### config.mk
export PLATFORM = sky130hd
export DESIGN_NAME = dcache_ctrl
export DESIGN_NICKNAME = d
export VERILOG_FILES = /design/src/dcache_addr_pkg.sv /design/src/dcache_ctrl_pkg.sv /design/src/dcache_ctrl.sv
export VERILOG_INCLUDE_DIRS = /design/src /design/src/include
export SDC_FILE = /design/constraint.sdc
export NUM_CORES = 1
export LEC_CHECK = 0
export BUFFER_PORTS_ARGS = -buffer_cell sky130_fd_sc_hd__buf_2
export CAP_MARGIN = 10
export CORE_AREA = 5 5 281 283
export CTS_CLUSTER_DIAMETER = 80
export DETAILED_ROUTE_END_ITERATION = 7
export DIE_AREA = 0 0 286 288
export SLEW_MARGIN = 20
export SYNTH_ARGS = -nofsm -noshare
export SYNTH_HDL_FRONTEND = slang
export SYNTH_SLANG_ARGS = --single-unit
### constraint.sdc
create_clock -name clk_tmp -period 5.8 [get_ports clk_tmp]
set_input_delay 0.58 -clock clk_tmp [delete_from_list [all_inputs] [get_ports clk_tmp]]
set_output_delay 0.58 -clock clk_tmp [all_outputs]
set_load 0.02 [all_outputs]
### src/include/dcache_defines.svh
//~~~~~~~~~~~~~~~~~~~~~~~~~~~~~~~~~~~~~~~~~~~~~~~~~~~~~~~~~~~~~~~~~~~~~~
// geometry of the L1 data cache, included by the packages and the RTL
//~~~~~~~~~~~~~~~~~~~~~~~~~~~~~~~~~~~~~~~~~~~~~~~~~~~~~~~~~~~~~~~~~~~~~~

`ifndef DCACHE_DEFINES_SVH
`define DCACHE_DEFINES_SVH

// byte address from the cpu
`define DC_ADDR_W    32

// 256 sets
`define DC_INDEX_W   8

// byte offset inside a 16-byte line
`define DC_OFFSET_W  4

`define DC_WORD_W    32
`define DC_WORDS     4

// whatever is left above index and offset
`define DC_TAG_W     (`DC_ADDR_W - `DC_INDEX_W - `DC_OFFSET_W)

`endif

### src/dcache_addr_pkg.sv
//~~~~~~~~~~~~~~~~~~~~~~~~~~~~~~~~~~~~~~~~~~~~~~~~~~~~~~~~~~~~~~~~~~~~~~
// address and line types shared by the cache datapath
//~~~~~~~~~~~~~~~~~~~~~~~~~~~~~~~~~~~~~~~~~~~~~~~~~~~~~~~~~~~~~~~~~~~~~~

`include "dcache_defines.svh"

package dcache_addr_pkg;

    // upper address bits kept per way
    typedef logic [`DC_TAG_W-1:0] tag_t;

    // selects one of the sets
    typedef logic [`DC_INDEX_W-1:0] index_t;

    // word position inside a line, addr bits above the byte offset
    typedef logic [$clog2(`DC_WORDS)-1:0] word_sel_t;

    typedef logic [`DC_WORD_W-1:0] word_t;

    // word 0 sits in the low bits
    typedef word_t [`DC_WORDS-1:0] line_t;

endpackage

### src/dcache_ctrl_pkg.sv
//~~~~~~~~~~~~~~~~~~~~~~~~~~~~~~~~~~~~~~~~~~~~~~~~~~~~~~~~~~~~~~~~~~~~~~
// control types for the cache FSM, next-level opcodes and way select
//~~~~~~~~~~~~~~~~~~~~~~~~~~~~~~~~~~~~~~~~~~~~~~~~~~~~~~~~~~~~~~~~~~~~~~

package dcache_ctrl_pkg;

    typedef enum logic [2:0] {
        IDLE,
        LOOKUP,
        WRITEBACK,    // dirty victim on its way out
        REFILL,       // waiting for the new line
        FILL,         // line goes into the arrays
        RESPOND
    } dc_state_e;

    typedef enum logic {READ_LINE, WRITE_LINE} mem_op_e;

    typedef enum logic {WAY0, WAY1} way_e;

endpackage

### src/dcache_ctrl.sv
//~~~~~~~~~~~~~~~~~~~~~~~~~~~~~~~~~~~~~~~~~~~~~~~~~~~~~~~~~~~~~~~~~~~~~~
// cache FSM for hit handling, line merge, writeback and refill
//~~~~~~~~~~~~~~~~~~~~~~~~~~~~~~~~~~~~~~~~~~~~~~~~~~~~~~~~~~~~~~~~~~~~~~

`timescale 1ns/1ps

`include "dcache_defines.svh"

module dcache_ctrl (
    input  logic                     clk_tmp,
    input  logic                     rst_n,
    input  logic                     cpu_req,
    input  logic                     cpu_we,
    input  logic [`DC_ADDR_W-1:0]    cpu_addr,
    input  dcache_addr_pkg::word_t   cpu_wdata,
    input  logic                     hit,
    input  dcache_ctrl_pkg::way_e    hit_way,
    input  dcache_ctrl_pkg::way_e    victim_way,
    input  logic                     victim_dirty,
    input  dcache_addr_pkg::tag_t    victim_tag,
    input  dcache_addr_pkg::line_t   hit_line,
    input  dcache_addr_pkg::word_t   hit_word,
    input  logic                     mem_ack,
    input  dcache_addr_pkg::line_t   mem_rdata,
    output logic                     cpu_done,
    output dcache_addr_pkg::word_t   cpu_rdata,
    output logic                     cpu_stall,
    output logic                     mem_req,
    output dcache_ctrl_pkg::mem_op_e mem_op,
    output logic [`DC_ADDR_W-1:0]    mem_addr,
    output dcache_addr_pkg::line_t   mem_wdata,
    output logic                     wr_en,
    output dcache_ctrl_pkg::way_e    wr_way,
    output dcache_addr_pkg::index_t  wr_index,
    output dcache_addr_pkg::tag_t    wr_tag,
    output dcache_addr_pkg::line_t   wr_line,
    output logic                     wr_dirty,
    output logic                     lru_en,
    output dcache_ctrl_pkg::way_e    lru_way
);
    import dcache_addr_pkg::*;
    import dcache_ctrl_pkg::*;

    dc_state_e state;
    way_e      victim_q;      // way picked when the miss was seen
    tag_t      addr_tag;
    index_t    addr_index;
    word_sel_t word_sel;
    line_t     merged_line;

    assign addr_tag   = cpu_addr[`DC_ADDR_W-1 -: `DC_TAG_W];
    assign addr_index = cpu_addr[`DC_OFFSET_W +: `DC_INDEX_W];
    assign word_sel   = cpu_addr[`DC_OFFSET_W-1:2];

    // cpu_addr is held until done, so the array address follows it
    assign wr_index = addr_index;
    assign wr_tag   = addr_tag;

    always_comb begin
        merged_line           = hit_line;
        merged_line[word_sel] = cpu_wdata;
    end

    always_ff @(posedge clk_tmp) begin
        if (!rst_n) begin
            state     <= IDLE;
            cpu_done  <= 1'b0;
            cpu_stall <= 1'b0;
            mem_req   <= 1'b0;
            wr_en     <= 1'b0;
            lru_en    <= 1'b0;
        end else begin
            cpu_done <= 1'b0;     // all pulses
            wr_en    <= 1'b0;
            lru_en   <= 1'b0;
            case (state)
                IDLE: begin
                    if (cpu_req && !cpu_done) begin   // old request still up during done
                        state <= LOOKUP;
                    end
                end
                LOOKUP: begin
                    if (hit) begin
                        cpu_stall <= 1'b0;
                        lru_en    <= 1'b1;
                        wr_en     <= cpu_we;
                        state     <= RESPOND;
                    end else begin
                        cpu_stall <= 1'b1;
                        if (victim_dirty) begin
                            mem_req <= 1'b1;
                            state   <= WRITEBACK;
                        end else begin
                            state <= REFILL;
                        end
                    end
                end
                WRITEBACK: begin
                    if (mem_ack) begin
                        mem_req <= 1'b0;  // one idle cycle before the read
                        state   <= REFILL;
                    end
                end
                REFILL: begin
                    if (!mem_req) begin
                        mem_req <= 1'b1;
                    end else if (mem_ack) begin
                        mem_req <= 1'b0;
                        wr_en   <= 1'b1;
                        state   <= FILL;
                    end
                end
                FILL: begin
                    state <= LOOKUP;      // fresh lookup now hits
                end
                RESPOND: begin
                    cpu_done <= 1'b1;
                    state    <= IDLE;
                end
                default: begin
                    state <= IDLE;
                end
            endcase
        end
    end

    always_ff @(posedge clk_tmp) begin
        if (state == LOOKUP) begin
            victim_q  <= victim_way;
            cpu_rdata <= hit_word;
            mem_wdata <= hit_line;           // victim line on a miss
            wr_way    <= hit_way;
            wr_line   <= merged_line;
            wr_dirty  <= 1'b1;
            lru_way   <= hit_way;
            if (!hit && victim_dirty) begin
                mem_op   <= WRITE_LINE;
                mem_addr <= {victim_tag, addr_index, {`DC_OFFSET_W{1'b0}}};
            end
        end
        if (state == REFILL && !mem_req) begin
            mem_op   <= READ_LINE;
            mem_addr <= {addr_tag, addr_index, {`DC_OFFSET_W{1'b0}}};
        end
        if (state == REFILL && mem_req && mem_ack) begin
            wr_way   <= victim_q;
            wr_line  <= mem_rdata;
            wr_dirty <= 1'b0;
        end
    end

    // a next-level request holds until the memory acks it
    a_mem_stable: assert property (@(posedge clk_tmp) disable iff (!rst_n)
        mem_req && !mem_ack |=> mem_req && $stable(mem_addr) && $stable(mem_op));

    a_done_pulse: assert property (@(posedge clk_tmp) disable iff (!rst_n)
        cpu_done |=> !cpu_done);

endmodule

Yosys cells after proc, flatten, opt, wreduce, memory -nomap -nowiden
Cells that the tools add are included.
{ "word_totals": {"regBits": 329, "inputBits": 381, "out_inout_bits": 357, "elab_cells": 83} }
{ "classes": {"order_cmp": 2, "n_eq_ne": 11, "n_mux": 30, "reduce_logical": 19} }
{ "op_table": {"columns": ["op", "n"], "rows": [
  ["$mux 128", 2],
  ["$bwmux 128", 1],
  ["$mux 32", 4],
  ["$demux 32 s2", 1],
  ["$mux 3", 5],
  ["$pmux 3 s5", 1],
  ["$mux 1", 14],
  ["$ne 2x2->1 const B", 6],
  ["$reduce_and 4->1", 2],
  ["$eq 3x2->1 const B", 2],
  ["$eq 3x3->1 const B", 2],
  ["$logic_and 1x1->1", 6],
  ["$reduce_and 2->1", 3],
  ["$reduce_bool 2->1", 3],
  ["$eq 3x1->1 const B", 1],
  ["$logic_not 1->1", 3],
  ["$logic_not 3->1", 1],
  ["$lt 2x3->1 const B", 1],
  ["$pmux 1 s3", 1],
  ["$reduce_bool 3->1", 1],
  ["$ge 2x1->1 const B", 1],
  ["$pmux 1 s2", 1]
]} }

Logic depth before layout (Yosys ltp)
Gate-level depths: netlist of the first run.
{ "depth": {"ltp_word": 7, "mapped_depth": 6, "ltp_nobuf": 4} }

Worst setup path before layout of the first run
No wires, ideal clock.
{ "synth_timing": {"kind": "register -> register", "from": "register state[0]", "to": "register mem_addr[10] (enable)", "setup_ns": 0.384, "t_arrival_ns": 4.935, "t_required_ns": 5.416, "path_slack_ns": 0.481, "stages_incl_launch_ff": 4, "n_path_buf": 0, "synth_period_minus_slack_ns": 5.319, "cell_sequence": "dfxtp_1 > or3b_2 > inv_1 > a21o_1"} }
{ "synth_via": {"elab_chain_cells": 4, "word_cells_on_any_way": 6, "classes_between": "2 x eq/ne; 4 x reduce/logical"} }
{ "synth_lines": {"columns": ["item", "line_no", "text"], "rows": [
  ["start, declared", "dcache_ctrl.sv:44", "dc_state_e state;"],
  ["start signal, assigned", "dcache_ctrl.sv:66", "state <= IDLE;"],
  ["start signal, assigned", "dcache_ctrl.sv:79", "state <= LOOKUP;"],
  ["start signal, assigned", "dcache_ctrl.sv:87", "state <= RESPOND;"],
  ["$eq 3x2->1", "dcache_ctrl.sv:141", "if (state == REFILL && !mem_req) begin"],
  ["$logic_and 1x1->1", "dcache_ctrl.sv:141", null],
  ["$reduce_bool 2->1 (no source line)", null, null],
  ["$reduce_and 2->1 (no source line) (*)", null, null],
  ["end signal, assigned", "dcache_ctrl.sv:138", "mem_addr <= {victim_tag, addr_index, {`DC_OFFSET_W{1'b0}}};"],
  ["end signal, assigned", "dcache_ctrl.sv:143", "mem_addr <= {addr_tag, addr_index, {`DC_OFFSET_W{1'b0}}};"],
  ["end, declared", "dcache_ctrl.sv:30", "output logic [`DC_ADDR_W-1:0] mem_addr,"]
]} }
Every way passes the cells marked *; elsewhere a longest branch is shown, timed or not.
A chain may end at the register's enable or synchronous reset.

Final worst setup path of the first run
{ "layout_timing": {"from": "register state[2]", "to": "register wr_way (data pin)"} }
{ "layout_via": {"elab_chain_cells": 4} }
{ "layout_lines": {"columns": ["item", "line_no", "text"], "rows": [
  ["$eq 3x2->1", "dcache_ctrl.sv:145", "if (state == REFILL && mem_req && mem_ack) begin"],
  ["$logic_and 1x1->1 (2 in series)", "dcache_ctrl.sv:145", null],
  ["$mux 1", "dcache_ctrl.sv:145", null],
  ["end signal, assigned", "dcache_ctrl.sv:132", "wr_way <= hit_way;"],
  ["end signal, assigned", "dcache_ctrl.sv:146", "wr_way <= victim_q;"],
  ["end, declared", "dcache_ctrl.sv:33", "output dcache_ctrl_pkg::way_e wr_way,"]
]} }
No other way between the ends.

==> reports/metrics.csv, run 1 <==
stage,metric,value,unit
power_and_ir_drop,peakVddDrop,223,µV
status,status,"complete, no violations",
sta,period_share,46.9,%
power_and_ir_drop,p_leak,8.10,nW
clock_tree,clock_sinks,329,
global_routing,grt-ovfl-total,0,
yosys,synth_seq_cells,329,
global_routing,antenna_found_initial,9,
critical_path,cpMaxStageDelayCell,buf_4,
yosys,netlist_top_cells_area,"edfxtp_1 73%, mux2i_1 9.8%, a21oi_1 5.1%, nor2_1 3.7%, buf_4 1.9%",
clock_tree,cts_tree,built,
clock_tree,cts_setup_buffers,0,
yosys,post_synth_num_cell_types,29,
sta,setup_tns,0,ns
cells_and_area,mostFrequentLayoutCell,buf_2,
worst_hold_path,hp-start,hit_word[13],
global_routing,grt_pass1_wl,71.1,mm
worst_hold_path,hp-class,in -> reg,
flow_run,drv_cap,0,
yosys,ys.flop_type,edfxtp_1,
critical_path,crit_family,buffers and inverters,
clock_tree,post_cts_resized,0,
global_routing,grt_max_degree,137,
critical_path,crit_start,state[2]$_SDFFE_PN0P_,
floorplanning,core,76400,µm²
yosys,yosysSeqAreaShare,74.3,%
floorplanning,start_util,17.2,%
sta,maxSlewHeadroom,37.5,%
clock_tree,worstSkewPairLatency,0.54,ns
critical_path,crit_arrival,3.02,ns
cells_and_area,drive_above_1_share,51.7,%
critical_path,crit_path_max_fanout,81,
placement,hpwl,40.3,mm
sta,fmax,368,MHz
cells_and_area,seqCellArea,9780,µm²
placement,place_area,17800,µm²
cells_and_area,multi_input_comb_area,2960,µm²
sta,drv_slew,0,
floorplanning,num_rows,102,
detailed_routing,wl,52.6,mm
global_routing,grt_util_all_layers,11.8,%
yosys,yosysTopAreaCellShare,72.8,%
sta,setup-violations-final,0,
detailed_routing,num_vias,10089,
placement,gp_congestion,0.887,
placement,io_buffers,731,
critical_path,cp_num_buf_inv,2,
sta,tightest_slew,0.938,ns
floorplanning,die_area,82400,µm²
yosys,ys_warn_count,0,
clock_tree,cts_root_buf,clkbuf_16,
yosys,synth_area,13200,µm²
detailed_routing,drc_errors,0,
critical_path,crit_top_cell,buf_4,
critical_path,reg2reg_from,state[2]$_SDFFE_PN0P_,
clock_tree,clkTransAtPathRegs,0.06,ns
yosys,syn_inst,856,
floorplanning,ios,738,
detailed_routing,first_pass_iters,5,
critical_path,worstPathCellList,and2b_4 > nand4_4 > buf_4 > buf_4 > mux2_1,
yosys,synth_top_area_cell,edfxtp_1,
critical_path,path_class,reg -> reg,
critical_path,worst_setup_path_start_kind,flop,
cells_and_area,stdcell_area,19000,µm²
detailed_routing,antenna_left,0,
sta,holdWs,0.213,ns
yosys,async_flop_share,0,%
yosys,synth_edf_count,319,
sta,period_needed,2.72,ns
sta,rsz0062_at_grt,no,
sta,hold_violations,0,
power_and_ir_drop,finalPower,7.33,mW
cells_and_area,final_cell_mix,"731 x buf_2, 319 x edfxtp_1, 134 x a21oi_1",
floorplanning,die_y,288,µm
clock_tree,hold_buffers,0,
critical_path,critical-path-max-stage-delay,0.76,ns
cells_and_area,nFillCells,8058,
power_and_ir_drop,powerDensity,387,nW/µm²
floorplanning,dieWidth,286,µm
yosys,postSynthAreaPerCell,15.4,µm²
clock_tree,htreeDepth,2,
cells_and_area,finalNetCount,1944,
critical_path,crit_path_end_kind,flop,
detailed_routing,routedWlPerCell,20.4,µm
detailed_routing,vias_per_cell,3.91,
detailed_routing,drt_iter0_drc,583,
cells_and_area,syn_to_final_growth,44.2,%
global_routing,grt_pass1_vias,10213,
critical_path,worst_ep_required_time,6.10,ns
clock_tree,clockBufferDepth,3,
sta,skew,0.00716,ns
clock_tree,cts_buffers,39,
[registers in the layout, summed over array words and instances, names as in the netlist]
register / flops
lru_en: 1
wr_en: 1
state: 3
cpu_stall: 1
wr_line: 128
mem_wdata: 128
cpu_rdata: 32
wr_dirty: 1
mem_req: 1
mem_addr: 28
victim_q: 1
mem_op: 1
cpu_done: 1
wr_way: 1
lru_way: 1
[stage by stage]
step / cells / utilization, % / setup slack [ns]
global route: 2579 / 24.8 / 2.92
CTS: 2578 / 24.8 / 3.12
detailed placement: 2510 / 23.2 / 3.01
global placement: 2510 / 23.2 / 3.01
floorplan: 859 / - / 0.481
finish: 2581 / 24.8 / 3.08
[final cells by class]
cell class | count | share of cell area [%]
antenna | 3 | 0.0396
clock buffer | 49 | 5.46
clock inverter | 19 | 0.871
inverter | 2 | 0.0792
multi-input combinational | 451 | 15.6
sequential | 329 | 51.6
tap | 988 | 6.52
timing repair buffer | 740 | 19.8
[cells in the mapped netlist (4+ instances only)]
cell and count:
nor2_1 131, buf_2 39, buf_4 33, o21ai_0 4
nand2b_1 4, edfxtp_1 319, nand2_1 6, mux2i_1 129
clkbuf_1 5, dfxtp_1 10, mux2_2 19, a21oi_1 134
[cells by family (layout without fill, tap and decap cells)]
| logic type | after synthesis | in the layout | share of synthesized area, % |
|---|---|---|---|
| buffers and inverters | 79 | 810 | 3.57 |
| DFF | 329 | 329 | 74.3 |
| muxes | 150 | 150 | 11.6 |
| AOI/OAI and AO/OA | 141 | 141 | 5.45 |
| other | 1 | 7 | 0.0285 |
| and+or+nand+nor | 156 | 156 | 5.01 |
[final timing paths]
kind / to / slack [ns] / depth (start not counted)
max: wr_way$_DFFE_PP_ / 3.08 / 5
min: cpu_rdata[13]$_DFFE_PN_ / 0.21 / 1
max reg2reg: wr_way$_DFFE_PP_ / 3.08 / 5
min reg2reg: wr_dirty$_SDFFE_PP0N_ / 0.46 / 1
[report_power, final]
part | total (mW) | switching (mW) | leakage [nW] | internal, mW
sequential | 3.30 | 0.119 | 3.09 | 3.18
clock | 2.35 | 0.998 | 0.586 | 1.36
combinational | 1.68 | 1.20 | 4.42 | 0.475
[per-layer routing]
layer / up-vias / share of wire [%] / global-route usage [%]
li1: 4595 / - / -
met4: 6 / 2.8 / 3.77
met3: 75 / 9.8 / 4.09
met5: - / 0.066 / 0
met2: 567 / 49 / 20.1
met1: 4846 / 39 / 13.9
(Power assumes the default switching activity.)
==> inputs of run 2 (changes only) <==
- clock period: 5.8 -> 2.8 ns (I/O delays scaled with it)
==> run 2 against run 1 <==
Net effect:
- sequential power up 110%
- critical path depth did not move
- setup slack lost 2.6 ns
- sequential share of layout area fell by 5.3 points
- clock power grew 120%
- die area unchanged
- hold slack got worse by 0.16 ns
- clock-buffer cell count increased by 7
- flip-flop and latch count is the same
- final area increased by 12%
- wire length increased by 4.7%
- critical endpoint is now mem_addr[31]$_DFFE_PP_
- largest cell class unchanged
==> reports/metrics.csv, run 2 (same netlist as run 1, synthesis figures left out) <==
stage,metric,value,unit
status,status,"complete, no violations",
global_routing,grt_pass1_vias,11228,
floorplanning,core,76400,µm²
global_routing,antenna_found_initial,8,
cells_and_area,syn_to_final_growth,60.8,%
power_and_ir_drop,finalPower,15.7,mW
detailed_routing,drt_iter0_drc,501,
clock_tree,clkTransAtPathRegs,0.06,ns
placement,dp_slack,0.693,ns
critical_path,crit_arrival,2.66,ns
sta,hold_violations,0,
clock_tree,worstSkewPairLatency,0.55,ns
critical_path,crit_family,buffers and inverters,
global_routing,grt_pass1_wl,74.9,mm
cells_and_area,mostFrequentLayoutCell,buf_2,
clock_tree,cts_buffers,41,
worst_hold_path,hp-class,in -> reg,
cells_and_area,final_cell_mix,"731 x buf_2, 319 x edfxtp_1, 197 x dlygate4sd3_1",
power_and_ir_drop,p_int,10.8,mW
placement,io_buffers,731,
cells_and_area,reg_top3,"mem_wdata: 128 flops, wr_line: 128 flops, cpu_rdata: 32 flops",
power_and_ir_drop,powerDensity,744,nW/µm²
critical_path,cpMaxStageDelayCell,dfxtp_1,
power_and_ir_drop,peakVddDrop,529,µV
sta,setup_slack,0.432,ns
cells_and_area,final_util,27.7,%
clock_tree,htreeDepth,2,
detailed_routing,wl,55.1,mm
sta,period_share,84.6,%
critical_path,worstPathCellList,nand2b_1 > nor2_2 > buf_4 > mux2_2 > dlygate4sd3_1,
clock_tree,clockBufferDepth,3,
detailed_routing,first_pass_iters,6,
global_routing,grt_util_all_layers,12.3,%
sta,fmax,422,MHz
detailed_routing,antenna_left,0,
power_and_ir_drop,pwr-share-comb,24.3,%
clock_tree,hold_buffers,197,
global_routing,grt_max_degree,106,
critical_path,crit_path_end_kind,flop,
placement,hpwl,40.3,mm
power_and_ir_drop,clkPwrFrac,32.3,%
detailed_routing,routedWlPerCell,19.8,µm
floorplanning,die_area,82400,µm²
cells_and_area,final-instance-count-excl-fill,2790,
power_and_ir_drop,power.switching,4.97,mW
detailed_routing,num_vias,10831,
global_routing,grt-ovfl-total,0,
sta,period_needed,2.37,ns
cells_and_area,finalNetCount,2150,
sta,holdWs,0.0512,ns
critical_path,crit_path_max_fanout,21,
critical_path,path_class,reg -> reg,
detailed_routing,vias_per_cell,3.88,
clock_tree,clock_sinks,329,
critical_path,worst_setup_path_start_kind,flop,
cells_and_area,nFillCells,7827,
power_and_ir_drop,seqPwrFrac,43.4,%
power_and_ir_drop,p_leak,9.02,nW
floorplanning,dieWidth,286,µm
sta,maxSlewHeadroom,52.3,%
floorplanning,ios,738,
floorplanning,die_y,288,µm
critical_path,cp_num_buf_inv,2,
clock_tree,post_cts_resized,0,
sta,drv_slew,0,
cells_and_area,drive_above_1_share,46.3,%
placement,gp_congestion,0.841,
clock_tree,cts_root_buf,clkbuf_16,
clock_tree,cts_tree,built,
critical_path,critical-path-max-stage-delay,0.58,ns
sta,skew,0.0164,ns
flow_run,drv_cap,0,
detailed_routing,drc_errors,0,
critical_path,worst_ep_required_time,3.10,ns
sta,rsz0062_at_grt,no,
sta,setup-violations-final,0,
clock_tree,cts_setup_buffers,0,
sta,tightest_slew,0.716,ns
floorplanning,num_rows,102,
placement,placed_cells_incl_taps,2517,
floorplanning,start_util,17.2,%
power_and_ir_drop,swShare,31.6,%
## run 2: worst min-delay path, stage by stage
cell     delay [ns]
buf_2          0.07
nor2_1         0.03
a21oi_1        0.09
## run 2: layout make-up
class	instances	area (µm²)	area share (%)
Sequential cell	329	9780	46.2
Multi-Input combinational cell	451	2970	14.0
Timing Repair Buffer	944	5880	27.8
Clock buffer	56	1140	5.41
Antenna cell	3	7.51	0.0355
Clock inverter	17	129	0.609
Inverter	2	11.3	0.0532
Tap cell	988	1240	5.84
## run 2: power groups by stage
stage / logic [mW] / registers [mW] / clock network [mW]
after global placement: 3.66 / 6.90 / 0
final: 3.83 / 6.83 / 5.09
after detailed placement: 3.66 / 6.91 / 0
after CTS: 3.89 / 6.83 / 5.26
after floorplan: 0.794 / 8.08 / 0
after global routing: 4.05 / 6.90 / 5.45
## run 2: path summary, 6_finish.rpt
kind	from	slack, ns	to	depth (start not counted)
setup / recovery	state[1]$_SDFFE_PN0P_	0.43	mem_addr[31]$_DFFE_PP_	5
hold / removal	mem_rdata[24]	0.05	wr_line[24]$_DFFE_PP_	3
setup reg to reg	state[1]$_SDFFE_PN0P_	0.43	mem_addr[31]$_DFFE_PP_	5
hold reg to reg	wr_dirty$_SDFFE_PP0N_	0.45	wr_dirty$_SDFFE_PP0N_	1
## run 2: layer usage
layer | up-vias | global-route usage, % | part of all wire (%)
met1 | 5113 | 13.8 | 37
met3 | 103 | 4.34 | 10
met4 | 8 | 5.42 | 4.1
met2 | 596 | 21.3 | 49
met5 | - | 0 | 0.087
li1 | 5011 | - | -
## run 2: metrics by stage
step           setup TNS (ns)  area, µm²
3_5_place_dp                0      17900
4_1_cts                     0      21100
2_1_floorplan         -166.01      13200
3_3_place_gp                0      17900
6_report                    0      21200
5_1_grt                     0      21200
