===== config.mk =====
export PLATFORM = sky130hd
export DESIGN_NAME = dcache_lookup
export DESIGN_NICKNAME = d
export VERILOG_FILES = /design/src/dcache_addr_pkg.sv /design/src/dcache_ctrl_pkg.sv /design/src/dcache_lookup.sv
export VERILOG_INCLUDE_DIRS = /design/src /design/src/include
export SDC_FILE = /design/constraint.sdc
export NUM_CORES = 1
export LEC_CHECK = 0
export BUFFER_PORTS_ARGS = -buffer_cell sky130_fd_sc_hd__buf_2
export CORE_AREA = 2 2 200 202
export DETAILED_ROUTE_END_ITERATION = 7
export DIE_AREA = 0 0 202 204
export PLACE_DENSITY_LB_ADDON = 0.2
export SLEW_MARGIN = 20
export SYNTH_ARGS = -nofsm -noshare
export SYNTH_HDL_FRONTEND = slang
export SYNTH_SLANG_ARGS = --single-unit

===== constraint.sdc =====
create_clock -name vclk -period 3.6
set_input_delay 0.54 -clock vclk [all_inputs]
set_output_delay 0.54 -clock vclk [all_outputs]
set_load 0.005 [all_outputs]

===== src/include/dcache_defines.svh =====
//~~~~~~~~~~~~~~~~~~~~~~~~~~~~~~~~~~~~~~~~~~~~~~~~~~~~~~~~~~~~~~~~~~~~~~
// geometry of the L1 data cache, included by the packages and the RTL
//~~~~~~~~~~~~~~~~~~~~~~~~~~~~~~~~~~~~~~~~~~~~~~~~~~~~~~~~~~~~~~~~~~~~~~

`ifndef DCACHE_DEFINES_SVH
`define DCACHE_DEFINES_SVH

// byte address from the cpu
`define DC_ADDR_W    32

// 256 sets
`define DC_INDEX_W   8

// byte offset inside a 16-byte line
`define DC_OFFSET_W  4

`define DC_WORD_W    32
`define DC_WORDS     4

// whatever is left above index and offset
`define DC_TAG_W     (`DC_ADDR_W - `DC_INDEX_W - `DC_OFFSET_W)

`endif


===== src/dcache_addr_pkg.sv =====
//~~~~~~~~~~~~~~~~~~~~~~~~~~~~~~~~~~~~~~~~~~~~~~~~~~~~~~~~~~~~~~~~~~~~~~
// address and line types shared by the cache datapath
//~~~~~~~~~~~~~~~~~~~~~~~~~~~~~~~~~~~~~~~~~~~~~~~~~~~~~~~~~~~~~~~~~~~~~~

`include "dcache_defines.svh"

package dcache_addr_pkg;

    // upper address bits kept per way
    typedef logic [`DC_TAG_W-1:0] tag_t;

    // selects one of the sets
    typedef logic [`DC_INDEX_W-1:0] index_t;

    // word position inside a line, addr bits above the byte offset
    typedef logic [$clog2(`DC_WORDS)-1:0] word_sel_t;

    typedef logic [`DC_WORD_W-1:0] word_t;

    // word 0 sits in the low bits
    typedef word_t [`DC_WORDS-1:0] line_t;

endpackage


===== src/dcache_ctrl_pkg.sv =====
//~~~~~~~~~~~~~~~~~~~~~~~~~~~~~~~~~~~~~~~~~~~~~~~~~~~~~~~~~~~~~~~~~~~~~~
// control types for the cache FSM, next-level opcodes and way select
//~~~~~~~~~~~~~~~~~~~~~~~~~~~~~~~~~~~~~~~~~~~~~~~~~~~~~~~~~~~~~~~~~~~~~~

package dcache_ctrl_pkg;

    typedef enum logic [2:0] {
        IDLE,
        LOOKUP,
        WRITEBACK,    // dirty victim on its way out
        REFILL,       // waiting for the new line
        FILL,         // line goes into the arrays
        RESPOND
    } dc_state_e;

    typedef enum logic {READ_LINE, WRITE_LINE} mem_op_e;

    typedef enum logic {WAY0, WAY1} way_e;

endpackage


===== src/dcache_lookup.sv =====
//~~~~~~~~~~~~~~~~~~~~~~~~~~~~~~~~~~~~~~~~~~~~~~~~~~~~~~~~~~~~~~~~~~~~~~
// combinational tag compare and victim choice for the addressed set
//~~~~~~~~~~~~~~~~~~~~~~~~~~~~~~~~~~~~~~~~~~~~~~~~~~~~~~~~~~~~~~~~~~~~~~

`timescale 1ns/1ps

`include "dcache_defines.svh"

module dcache_lookup (
    input  logic [`DC_ADDR_W-1:0]   cpu_addr,
    input  logic [1:0]              set_valid,
    input  logic [1:0]              set_dirty,
    input  dcache_addr_pkg::tag_t   set_tag0,
    input  dcache_addr_pkg::tag_t   set_tag1,
    input  dcache_addr_pkg::line_t  set_line0,
    input  dcache_addr_pkg::line_t  set_line1,
    input  dcache_ctrl_pkg::way_e   set_lru,
    output logic                    hit,
    output dcache_ctrl_pkg::way_e   hit_way,
    output dcache_ctrl_pkg::way_e   victim_way,
    output logic                    victim_dirty,
    output dcache_addr_pkg::tag_t   victim_tag,
    output dcache_addr_pkg::line_t  hit_line,
    output dcache_addr_pkg::word_t  hit_word
);
    import dcache_addr_pkg::*;
    import dcache_ctrl_pkg::*;

    tag_t      addr_tag;
    word_sel_t word_sel;
    logic      hit0;
    logic      hit1;
    way_e      line_way;

    assign addr_tag = cpu_addr[`DC_ADDR_W-1 -: `DC_TAG_W];
    assign word_sel = cpu_addr[`DC_OFFSET_W-1:2];

    assign hit0    = set_valid[0] && (set_tag0 == addr_tag);
    assign hit1    = set_valid[1] && (set_tag1 == addr_tag);
    assign hit     = hit0 || hit1;
    assign hit_way = hit0 ? WAY0 : WAY1;

    // empty ways are used up before the lru bit is consulted
    always_comb begin
        if (!set_valid[0]) begin
            victim_way = WAY0;
        end else if (!set_valid[1]) begin
            victim_way = WAY1;
        end else begin
            victim_way = set_lru;
        end
    end

    assign victim_dirty = set_valid[victim_way] && set_dirty[victim_way];
    assign victim_tag   = (victim_way == WAY1) ? set_tag1 : set_tag0;

    // on a miss the victim line comes out here, for the writeback
    assign line_way = hit ? hit_way : victim_way;
    assign hit_line = (line_way == WAY1) ? set_line1 : set_line0;
    assign hit_word = hit_line[word_sel];

endmodule


Yosys cells after proc, flatten, opt, wreduce, memory -nomap -nowiden
Cells that the tools add are included.
Storage, ports and cells
  register bits after elaboration: 0
  logic and storage cells: 20
Cells by class
  $lt $le $gt $ge: 2
  eq/ne operators: 2
  mux-type cells: 12
  reduce and logical (&&, ||, !) cells: 4
Operator list (number)
  $mux W128: 1
  $bmux W32 S2: 1
  $eq A20 B20 Y1: 2
  $mux W32: 1
  $mux W20: 1
  $mux W1: 8
  $logic_and A1 B1 Y1: 3
  $lt A2 B3 Y1 const B: 1
  $lt A1 B2 Y1 const B: 1
  $logic_or A1 B1 Y1: 1

Logic depth before layout (Yosys ltp)
Gate-level depths: netlist (run 1).
  word-level depth: 7
  gate-level depth with buffers: 8
  gate-level depth less buffers: 6

Worst setup path after synthesis (run 1)
OpenSTA, ideal clock, no wires.
  kind: input to output
  start point: input port cpu_addr[2]
  end point: output port hit_word[11]
  arrival time: 2158 ps
  required time: 3060 ps
  path slack: 902 ps
  cell stages on the path: 4
  path buffers: 2
  path through: buf_2 clkbuf_1 mux4_2 mux2_1
Between the ends
  cells in the longest elaborated chain, start to end: 2
Ends and longest elaborated chain
  from (decl): RTL line dcache_lookup.sv:10  | input logic [`DC_ADDR_W-1:0] cpu_addr,
  $bmux W32 S2: RTL line dcache_lookup.sv:60  | assign hit_word = hit_line[word_sel];
  $mux W32 (not written as such): RTL line dcache_lookup.sv:60
  to (decl): RTL line dcache_lookup.sv:24  | output dcache_addr_pkg::word_t hit_word
Every way passes these cells. The select of a mux whose other input is x is not followed.

Worst setup path after layout (run 1)
  start point: input port cpu_addr[28]
  end point: output port hit_word[20]
Between the ends
  cells in the longest elaborated chain, start to end: 7
  elaborated cells on any way between the ends: 10
Ends and longest elaborated chain
  $eq A20 B20 Y1, on equally long branches: RTL line dcache_lookup.sv:38, dcache_lookup.sv:39
  $logic_and A1 B1 Y1, on equally long branches: RTL line dcache_lookup.sv:38, dcache_lookup.sv:39
  $mux W1 or $logic_or A1 B1 Y1 (tied branches): RTL line dcache_lookup.sv:41, dcache_lookup.sv:40
  $mux W1 *: RTL line dcache_lookup.sv:58  | assign line_way = hit ? hit_way : victim_way;
  $mux W128 *: RTL line dcache_lookup.sv:59  | assign hit_line = (line_way == WAY1) ? set_line1 : set_line0;
  $bmux W32 S2 *: RTL line dcache_lookup.sv:60
  $mux W32 (not written as such) *: RTL line dcache_lookup.sv:60
Mark *: on every way between the ends. The rest lies on a longest branch, timed or not. The select of a mux whose other input is x is not followed.

==> impl_results.md, run 1 <==
- Status: complete, no violations
- Number of unique standard cell types used by synthesis: 21
- Via-per-instance ratio: 3.787
- Final period util: 94.05%
- Post-synthesis cell area: 4141 µm²
- All-layer global routing usage: 9.445%
- Vias in the first global route: 5253
- Core ar.: 39180 µm²
- Num sequential: 0
- Tmin final: 3.386 ns
- Die width: 202 µm
- Crit path max-delay cell type: nor4_1
- Pwr dens: 130.1 nW/µm²
- Resized Gates After CTS: 0
- DP HPWL: 19310 µm
- Synth area leaders: mux4_2 35%, mux2_1 27%, mux2_2 22%, xnor2_1 5.9%, xor2_1 2.5%
- # hold bufs at CTS: 0
- # clk buffers: 0
- Critical path buffers and inverters: 4
- Most frequent cell after synthesis: mux2_1
- IO Port Bufs: 507
- Final setup vio count: 0
- Crit Path Category: in2out
- Area leader, netlist: mux4_2
- Sequential Area: 0 µm²
- Layout cells sized above 1: 80.87%
- Clock Power Share: 0%
- Net count of the mapped netlist: 671
- Worst stage delay on the critical path: 0.42 ns
- First-pass GRT wire length: 31250 µm
- Setup_tns: 0 ns
- Max-Cap Viols: 0
- Routed WL: 21650 µm
- Register area share after synthesis: 0%
- Initial Util: 10.57%
- Area Growth Syn to Fin: 77.52%
- Worst-path fanout max: 47
- Post-CTS setup buffer count: 0
- Vias post-DR: 5124
- Routability cong.: 0.8030
- Drt drc: 0
- Final #Nets: 1161
- Highest clock rate: 0.2953 GHz
- Mapped Cells: 338
- Initial antenna violation count: 4
- Num rows: 73
- Leak pwr: 0.003364 µW
- Sw Ratio: 42.13%
- Fin. Hold Viols: 0
- Worst vdd ir: 0.04016 mV
- Critical path origin: cpu_addr[28]
- WL/cell: 16.00 µm
- CP Capture Type: output pin
- Max transition margin: 64.14%
- Worst setup SP type: input port
- Max Transition Viols Final: 0
- Commonest cells post-synth: 100 x mux2_1, 80 x mux2_2, 64 x mux4_2
- Cell family contributing the most delay on the critical path: simple AND/OR/NAND/NOR gates
- Largest net degree at the start of global routing: 64
- Hold Path Class: in2out
- Iteration-0 DRC Markers: 194
- Gr ovfl total: 0
- Logic gate share of total power: 100.0%
- Pre-antenna DRT Iters: 4
- NetSw: 403.0 µW
- Antenna viol nets, final: 0
- Tightest Pin Transition: 0.5380 ns
- Hold path start: set_line1[46]
- Die footprint: 41210 µm²
- Final Core Density: 18.76%
- Syn avg cell area: 12.25 µm²
- Die height: 204 µm
- RSZ-0062 raised after global routing: no
- I/O pin cnt: 517
- Int Power: 553.6 µW
- Share of power burned in registers: 0%
- Worst endpoint data arrival time: 2.85 ns
- Ys Warns: 0
- Yosys top cell area share: 34.80%
- Critical Path RT: 3.06 ns
- Critical-path cell list: buf_2 > xor2_1 > nor4_1 > nand4_1 > nor4_2 > o21ai_4 > buf_12 > buf_12 > mux2_1 > buf_2
==> routing by layer <==
metal  global-route usage (%)  vias up  routed length, µm
met3                    1.547        4               1532
met5                        0        -                 17
met1                    11.70     2466               8695
met2                    18.04      263              11390
met4                  0.05252        2                 18
li1                         -     2389                  -
==> tightest hold or removal path, delay by kind of cell <==
family | cells | cell delay (ns)
muxes | 1 | 0.11
buffers and inverters | 2 | 0.18
==> layout make-up <==
| class | instances | area, µm² |
|---|---|---|
| timing repair buffer | 521 | 2723 |
| inverter | 1 | 3.754 |
| fill | 4443 | 31830 |
| multi-input combinational | 304 | 3964 |
| antenna | 2 | 5.005 |
| tap | 525 | 656.9 |
==> cell families after synthesis <==
kind of cell / synth area share, %
xor gates and xnor gates: 8.459
buffers and inverters: 4.562
muxes: 83.99
and+or+nand+nor: 2.386
AOI/OAI and AO/OA: 0.6044
==> power groups by stage <==
stage / Clock (µW) / Combinational [µW] / Sequential, µW
final: 0.0000743 / 957 / 0
after detailed placement: 0 / 966 / 0
after CTS: 0 / 973 / 0
after floorplan: 0 / 467 / 0
after global routing: 0 / 1040 / 0
after global placement: 0 / 975 / 0
==> path summary, 6_finish.rpt <==
path	slack (ns)	cells past startpoint	end
worst max-delay path	0.21	10	hit_word[20]
worst min-delay path	1.37	3	hit_line[46]
==> cells in the final DEF (no fill, tap or decap), types with 2 or more instances in the layout <==
cell type,instances
buf_2,505
buf_12,6
mux2_2,80
mux2_1,100
nor4_1,4
buf_4,10
xor2_1,12
xnor2_1,28
nand3_1,2
diode_2,2
mux4_2,64
nand4_1,7
==> stage by stage <==
stage	power, µW	setup slack (ns)	hold slack [ns]	instance area [µm²]	cells
finish	956.6	0.2141	1.373	7352	1353
CTS	972.7	0.2143	1.373	7347	1351
global route	1039	0.04603	1.383	7347	1351
global placement	975.4	0.1558	1.367	7347	1351
detailed placement	966.1	0.2198	1.368	7347	1351
floorplan	466.9	0.9019	1.157	4141	338
No activity file was read; power rests on OpenSTA's default activity.
==> run 2, diff against run 1 <==
ABC_AREA = 1   (was not set)
CORE_AREA = 2 2 199 201   (was 2 2 200 202)
DIE_AREA = 0 0 201 203   (was 0 0 202 204)
==> run 2 against run 1 <==
Critical path depth increased by 4. Largest power group unchanged. Area after synthesis shrank 1.8%. Synthesized cell count increased to 2.7 times the previous value. Critical path type unchanged. Total power is 4.2% higher.
==> impl_results.md, run 2 <==
- Max Transition Viols Final: 0 (unchanged)
- Pre-antenna DRT Iters: 5 (+1)
- WL/cell: 17.63 µm (+10%)
- Drt drc: 0 (unchanged)
- Critical Path RT: 3.06 ns (about the same)
- Tightest Pin Transition: 0.8809 ns (+0.3430 ns)
- Worst hold slack: 1.359 ns (-0.01391 ns)
- Met3 Use GR: 2.360% (+0.81 points)
- Most frequent cell after synthesis: nand2_1
- Yosys top cell area share: 39.99% (+5.2 points)
- FILL cells: 4671 (+5.1%)
- Tot Pwr: 996.5 µW (+4.2%)
- Die width: 201 µm (-0.50%)
- First-pass GRT wire length: 46650 µm (+49%)
- Iteration-0 DRC Markers: 588 (+200%)
- RSZ-0062 raised after global routing: no
- Die height: 203 µm (-0.49%)
- Synth area leaders: nand3_1 40%, nand2_1 35%, inv_1 3.8%, buf_6 3.0%, buf_4 2.6%
- Met2 GRT Util: 26.57% (+8.5 points)
- IO Port Bufs: 507 (unchanged)
- Net count of the mapped netlist: 1230 (+83%)
- Register area share after synthesis: 0% (unchanged)
- Post-Place Setup Slack: 0.2186 ns (-0.001259 ns)
- CP Capture Type: output pin
- Status: complete, no violations
- Max-Cap Viols: 0 (unchanged)
- Vias in the first global route: 7496 (+43%)
- Die footprint: 40800 µm² (-0.98%)
- Num sequential: 0 (unchanged)
- Gr busiest metal: met2
- Hold Path Class: in2out
- Mapped Cells: 897 (+170%)
- Leak pwr: 0.004449 µW (+32%)
- GR Util met1: 19.28% (+7.6 points)
- Final setup vio count: 0 (unchanged)
- Final Core Density: 18.34% (-0.42 points)
- Vias post-DR: 7781 (+52%)
- Setup_tns: 0 ns (unchanged)
- Syn avg cell area: 4.535 µm² (-63%)
- # clk buffers: 0 (unchanged)
- Ys Warns: 0 (unchanged)
- Worst vdd ir: 0.05442 mV (+35%)
- Hold endpoint: hit_line[30]
- Highest-count cells in the layout ignoring fill and taps: 507 x buf_2, 384 x nand2_1, 325 x nand3_1
- Hold path start: set_line0[30]
- Layout cells sized above 1: 40.22% (-41 points)
- Gr ovfl total: 0 (unchanged)
- Initial Util: 10.57% (about the same)
- Largest net degree at the start of global routing: 70 (+9.4%)
- Post-synthesis cell area: 4068 µm² (-1.8%)
- Num rows: 72 (-1.4%)
- Hold Crit Depth: 4 (+1)
- Final period util: 92.90% (-1.1 points)
- Setup ws final: 0.2555 ns (+0.04137 ns)
- Resized Gates After CTS: 0 (unchanged)
- Initial antenna violation count: 7 (+3)
- Worst-path fanout max: 69 (+47%)
- Final #Nets: 1690 (+46%)
- All-layer global routing usage: 14.87% (+5.4 points)
- # hold bufs at CTS: 0 (unchanged)
- Antenna viol nets, final: 0 (unchanged)
- Max transition margin: 41.27% (-23 points)
- DP HPWL: 27610 µm (+43%)
- Routed WL: 33060 µm (+53%)
- I/O pin cnt: 517 (unchanged)
- Commonest non-fill, non-tap cell in the layout: buf_2
- Area Growth Syn to Fin: 73.45%
- Area leader, netlist: nand3_1
- Core ar.: 38470 µm² (-1.8%)
- Fin. Hold Viols: 0 (unchanged)
- Post-CTS setup buffer count: 0 (unchanged)
- Sequential Area: 0 µm² (unchanged)
- Tmin final: 3.345 ns (-0.04137 ns)
- Number of unique standard cell types used by synthesis: 22 (+4.8%)
- Pwr dens: 141.2 nW/µm² (+8.5%)
- Crit Path Category: in2out
- Worst setup SP type: input port
- Commonest cells post-synth: 384 x nand2_1, 325 x nand3_1, 41 x inv_1
- Via-per-instance ratio: 4.150 (+9.6%)
- Worst endpoint data arrival time: 2.80 ns (-0.05 ns)
- Highest clock rate: 0.2990 GHz (+1.2%)
- Routability cong.: 0.9648 (+20%)
[run 2: cell count changes after synthesis, moves of 10 or more]
cell,previous run,this run
mux4_2,64,0
nand2_2,0,12
inv_1,1,41
xnor2_1,28,6
mux2_1,100,0
nand3_1,2,325
xor2_1,12,2
nand2_1,1,384
nor2_1,1,22
mux2_2,80,0
o21ai_0,0,19
[run 2: worst max-delay path by stage]
stage | startpoint | end | cells after the start
after detailed placement | cpu_addr[27] | hit_word[13] | 14
after CTS | cpu_addr[27] | hit_word[13] | 14
after floorplan | cpu_addr[16] | hit_word[10] | 13
after global placement | cpu_addr[15] | hit_word[13] | 13
after global routing | cpu_addr[27] | hit_word[15] | 14
final | cpu_addr[27] | hit_word[13] | 14
[run 2: power breakdown]
| group | switching, µW | leakage [µW] | internal [µW] |
|---|---|---|---|
| sequential | 0 | 0 | 0 |
| combinational | 577 | 0.00445 | 419 |
| clock | 0 | 0.0000000127 | 0.0000743 |
| total | 577 | 0.00445 | 419 |
[run 2: final cells by class]
cell class,instances,area (µm²),area share [%]
antenna,2,5.005,0.07093
inverter,47,176.4,2.500
multi-input combinational,784,3498,49.58
tap,518,648.1,9.186
timing repair buffer,524,2728,38.66
[run 2: per-layer routing]
| layer | part of all wire (%) | routed length, µm |
|---|---|---|
| met5 | 0.082 | 27 |
| met4 | 1.3 | 425 |
| met3 | 7.6 | 2512 |
| met2 | 48 | 15940 |
| met1 | 43 | 14150 |
[run 2: worst max-delay path: stages]
cell     delay (ns)
buf_2          0.13
inv_1          0.11
nand2_1        0.07
o21ai_1        0.07
nor2_1         0.07
nand2_1        0.06
nor2_1         0.06
nand3_4        0.11
buf_4          0.61
nand3_1        0.19
nand3_1        0.16
nand3_1        0.30
nand2_1        0.17
buf_2          0.12
[run 2: kinds of logic after synthesis]
| family | Yosys count | synth area share [%] |
|---|---|---|
| AO/OA/AOI/OAI | 28 | 3.599 |
| AND/OR/NAND/NOR | 748 | 80.25 |
| buffers and inverters | 113 | 14.43 |
| XOR/XNOR | 8 | 1.723 |
[run 2: metrics by stage]
step,instances,cell area [µm²]
5_1_grt,1875,7056
4_1_cts,1873,7051
3_5_place_dp,1873,7051
2_1_floorplan,897,4068
3_3_place_gp,1873,7051
6_report,1875,7056
==> run 3, diff against run 2 <==
clock period = 2.9 ns   (was 3.6 ns; I/O delays follow)
==> run 3 against run 2 <==
Flip-flop and latch count stayed put. Wire length grew 7.0%. Die area unchanged. Critical path depth increased by 1. Highest routed layer is now met4. Total power up 43%. Setup slack got worse by 0.11 ns. Final cell count up 4.3%. Utilization grew 2.8 points. Via count increased by 4.8%. Design area increased by 15%. Global-route usage increased by 0.73 points. First-iteration DRC count shrank 0.85%.
==> impl_results.md, run 3 (synthesis gave the netlist of run 2 again) <==
- Status: complete, no violations
- Die width: 201 µm (unchanged)
- Num sequential: 0 (unchanged)
- Inst Count DP: 1944 (+3.8%)
- Vias in the first global route: 7846 (+4.7%)
- Via-per-instance ratio: 4.168 (+0.43%)
- Most frequent CP cell: nand3_1
- Max-Cap Viols: 0 (unchanged)
- Worst setup SP type: input port
- Routability cong.: 0.9364 (-2.9%)
- Iteration-0 DRC Markers: 583 (-0.85%)
- Layout cells sized above 1: 46.07% (+5.8 points)
- Hold Path Class: in2out
- Tot Pwr: 1421 µW (+43%)
- WL/cell: 18.08 µm (+2.5%)
- Largest net degree at the start of global routing: 65 (-7.1%)
- DP HPWL: 28780 µm (+4.2%)
- CP Capture Type: output pin
- Core ar.: 38470 µm² (unchanged)
- FILL cells: 4632 (-0.83%)
- Fin. Hold Viols: 0 (unchanged)
- Critical Path RT: 2.47 ns (-0.59 ns)
- Final setup vio count: 0 (unchanged)
- Die height: 203 µm (unchanged)
- Worst stage delay on the critical path: 0.22 ns (-0.39 ns)
- Pwr dens: 174.5 nW/µm² (+24%)
- Sequential Area: 0 µm² (unchanged)
- RSZ-0062 raised after global routing: yes
- Routed WL: 35370 µm (+7.0%)
- Die footprint: 40800 µm² (unchanged)
- Crit Path Category: in2out
- Antenna viol nets, final: 0 (unchanged)
- Drt drc: 0 (unchanged)
- Worst-path fanout max: 26 (-62%)
- Max Transition Viols Final: 0 (unchanged)
- Leak pwr: 0.004993 µW (+12%)
- Area Growth Syn to Fin: 100.1%
- I/O pin cnt: 517 (unchanged)
- Max transition margin: 70.72% (+29 points)
- Setup_tns: 0 ns (unchanged)
- Commonest non-fill, non-tap cell in the layout: buf_2
- Initial antenna violation count: 4 (-3)
- Pre-antenna DRT Iters: 5 (unchanged)
- Crit path max-delay cell type: buf_8
- Highest-count cells in the layout ignoring fill and taps: 506 x buf_2, 380 x nand2_1, 300 x nand3_1
- # hold bufs at CTS: 0 (unchanged)
- Hold Crit Depth: 4 (unchanged)
- Tmin final: 2.757 ns
- Initial Util: 10.57% (unchanged)
- Tightest Pin Transition: 0.4392 ns (-0.4417 ns)
- First-pass GRT wire length: 49010 µm (+5.1%)
- # clk buffers: 0 (unchanged)
- All-layer global routing usage: 15.61% (+0.73 points)
- Critical-path cell list: buf_2 > inv_1 > nand2_1 > nand2_1 > nor2_1 > nand3_1 > nor2_1 > nand3_4 > buf_8 > buf_4 > nand3_1 > nand3_1 > nand3_1 > nand2_1 > buf_2
- IO Port Bufs: 507 (unchanged)
- Vias post-DR: 8152 (+4.8%)
- Worst vdd ir: 0.06059 mV (+11%)
- Final period util: 95.08%
- Post-route insts no fill: 1956 (+4.3%)
- Worst endpoint data arrival time: 2.32 ns (-0.48 ns)
- Gr ovfl total: 0 (unchanged)
- Num rows: 72 (unchanged)
- Highest clock rate: 0.3627 GHz
- Final #Nets: 1772 (+4.9%)
run 3: cell types whose count changed in the layout (fill, tap and decap cells not counted), sizes merged:
cell    previous run  this run
buf              524       602
clkbuf             0         4
diode              2         1
run 3: stage by stage:
| stage | hold WS [ns] | cell area, µm² | worst slack [ns] | utilization (%) |
|---|---|---|---|---|
| 2_1_floorplan | 0.9608 | 4068 | 0.8460 | - |
| 3_3_place_gp | 1.149 | 7684 | -0.1067 | 19.97 |
| 3_5_place_dp | 1.149 | 7684 | -0.1405 | 19.97 |
| 4_1_cts | 1.152 | 7819 | -0.01127 | 20.33 |
| 5_1_grt | 1.170 | 8140 | -0.03169 | 21.16 |
| 6_report | 1.151 | 8140 | 0.1428 | 21.16 |
run 3: worst max-delay path, delay by kind of cell:
| family | cells | cell delay, ns |
|---|---|---|
| AND/OR/NAND/NOR | 10 | 1.20 |
| buffers and inverters | 5 | 0.66 |
run 3: path summary, 6_finish.rpt:
path,startpoint,slack [ns],to
max,set_tag0[5],0.14,hit_word[2]
min,set_line0[51],1.15,hit_line[51]
run 3: timing repair:
item | 4_1_cts | 5_1_grt
gates cloned | 1 | 5
gates resized for setup | 12 | 41
endpoints found under the setup margin | 26 | 32
pin swaps | 1 | 10
buffers inserted | 3 | 2
run 3: where the power goes:
part	switching, µW	internal, µW	total, µW
combinational	771	649	1420
clock	0	0.000107	0.000107
sequential	0	0	0
total	771	649	1420
run 3: metal layers:
layer  part of all wire [%]  routed length [µm]  track usage (%)  vias to the layer above
met4                   0.80                 282           0.8730                        0
met2                     48               17110            28.32                      396
met3                    7.2                2538            2.408                       16
met5                      0                   0                0                        -
met1                     44               15430            20.27                     3687
li1                       -                   -                -                     4053
run 3: final cells by class:
cell class / instances / area (µm²) / area share, %
antenna: 1 / 2.502 / 0.03074
inverter: 47 / 176.4 / 2.167
multi-input combinational: 784 / 3687 / 45.30
tap: 518 / 648.1 / 7.962
timing repair buffer: 606 / 3626 / 44.54
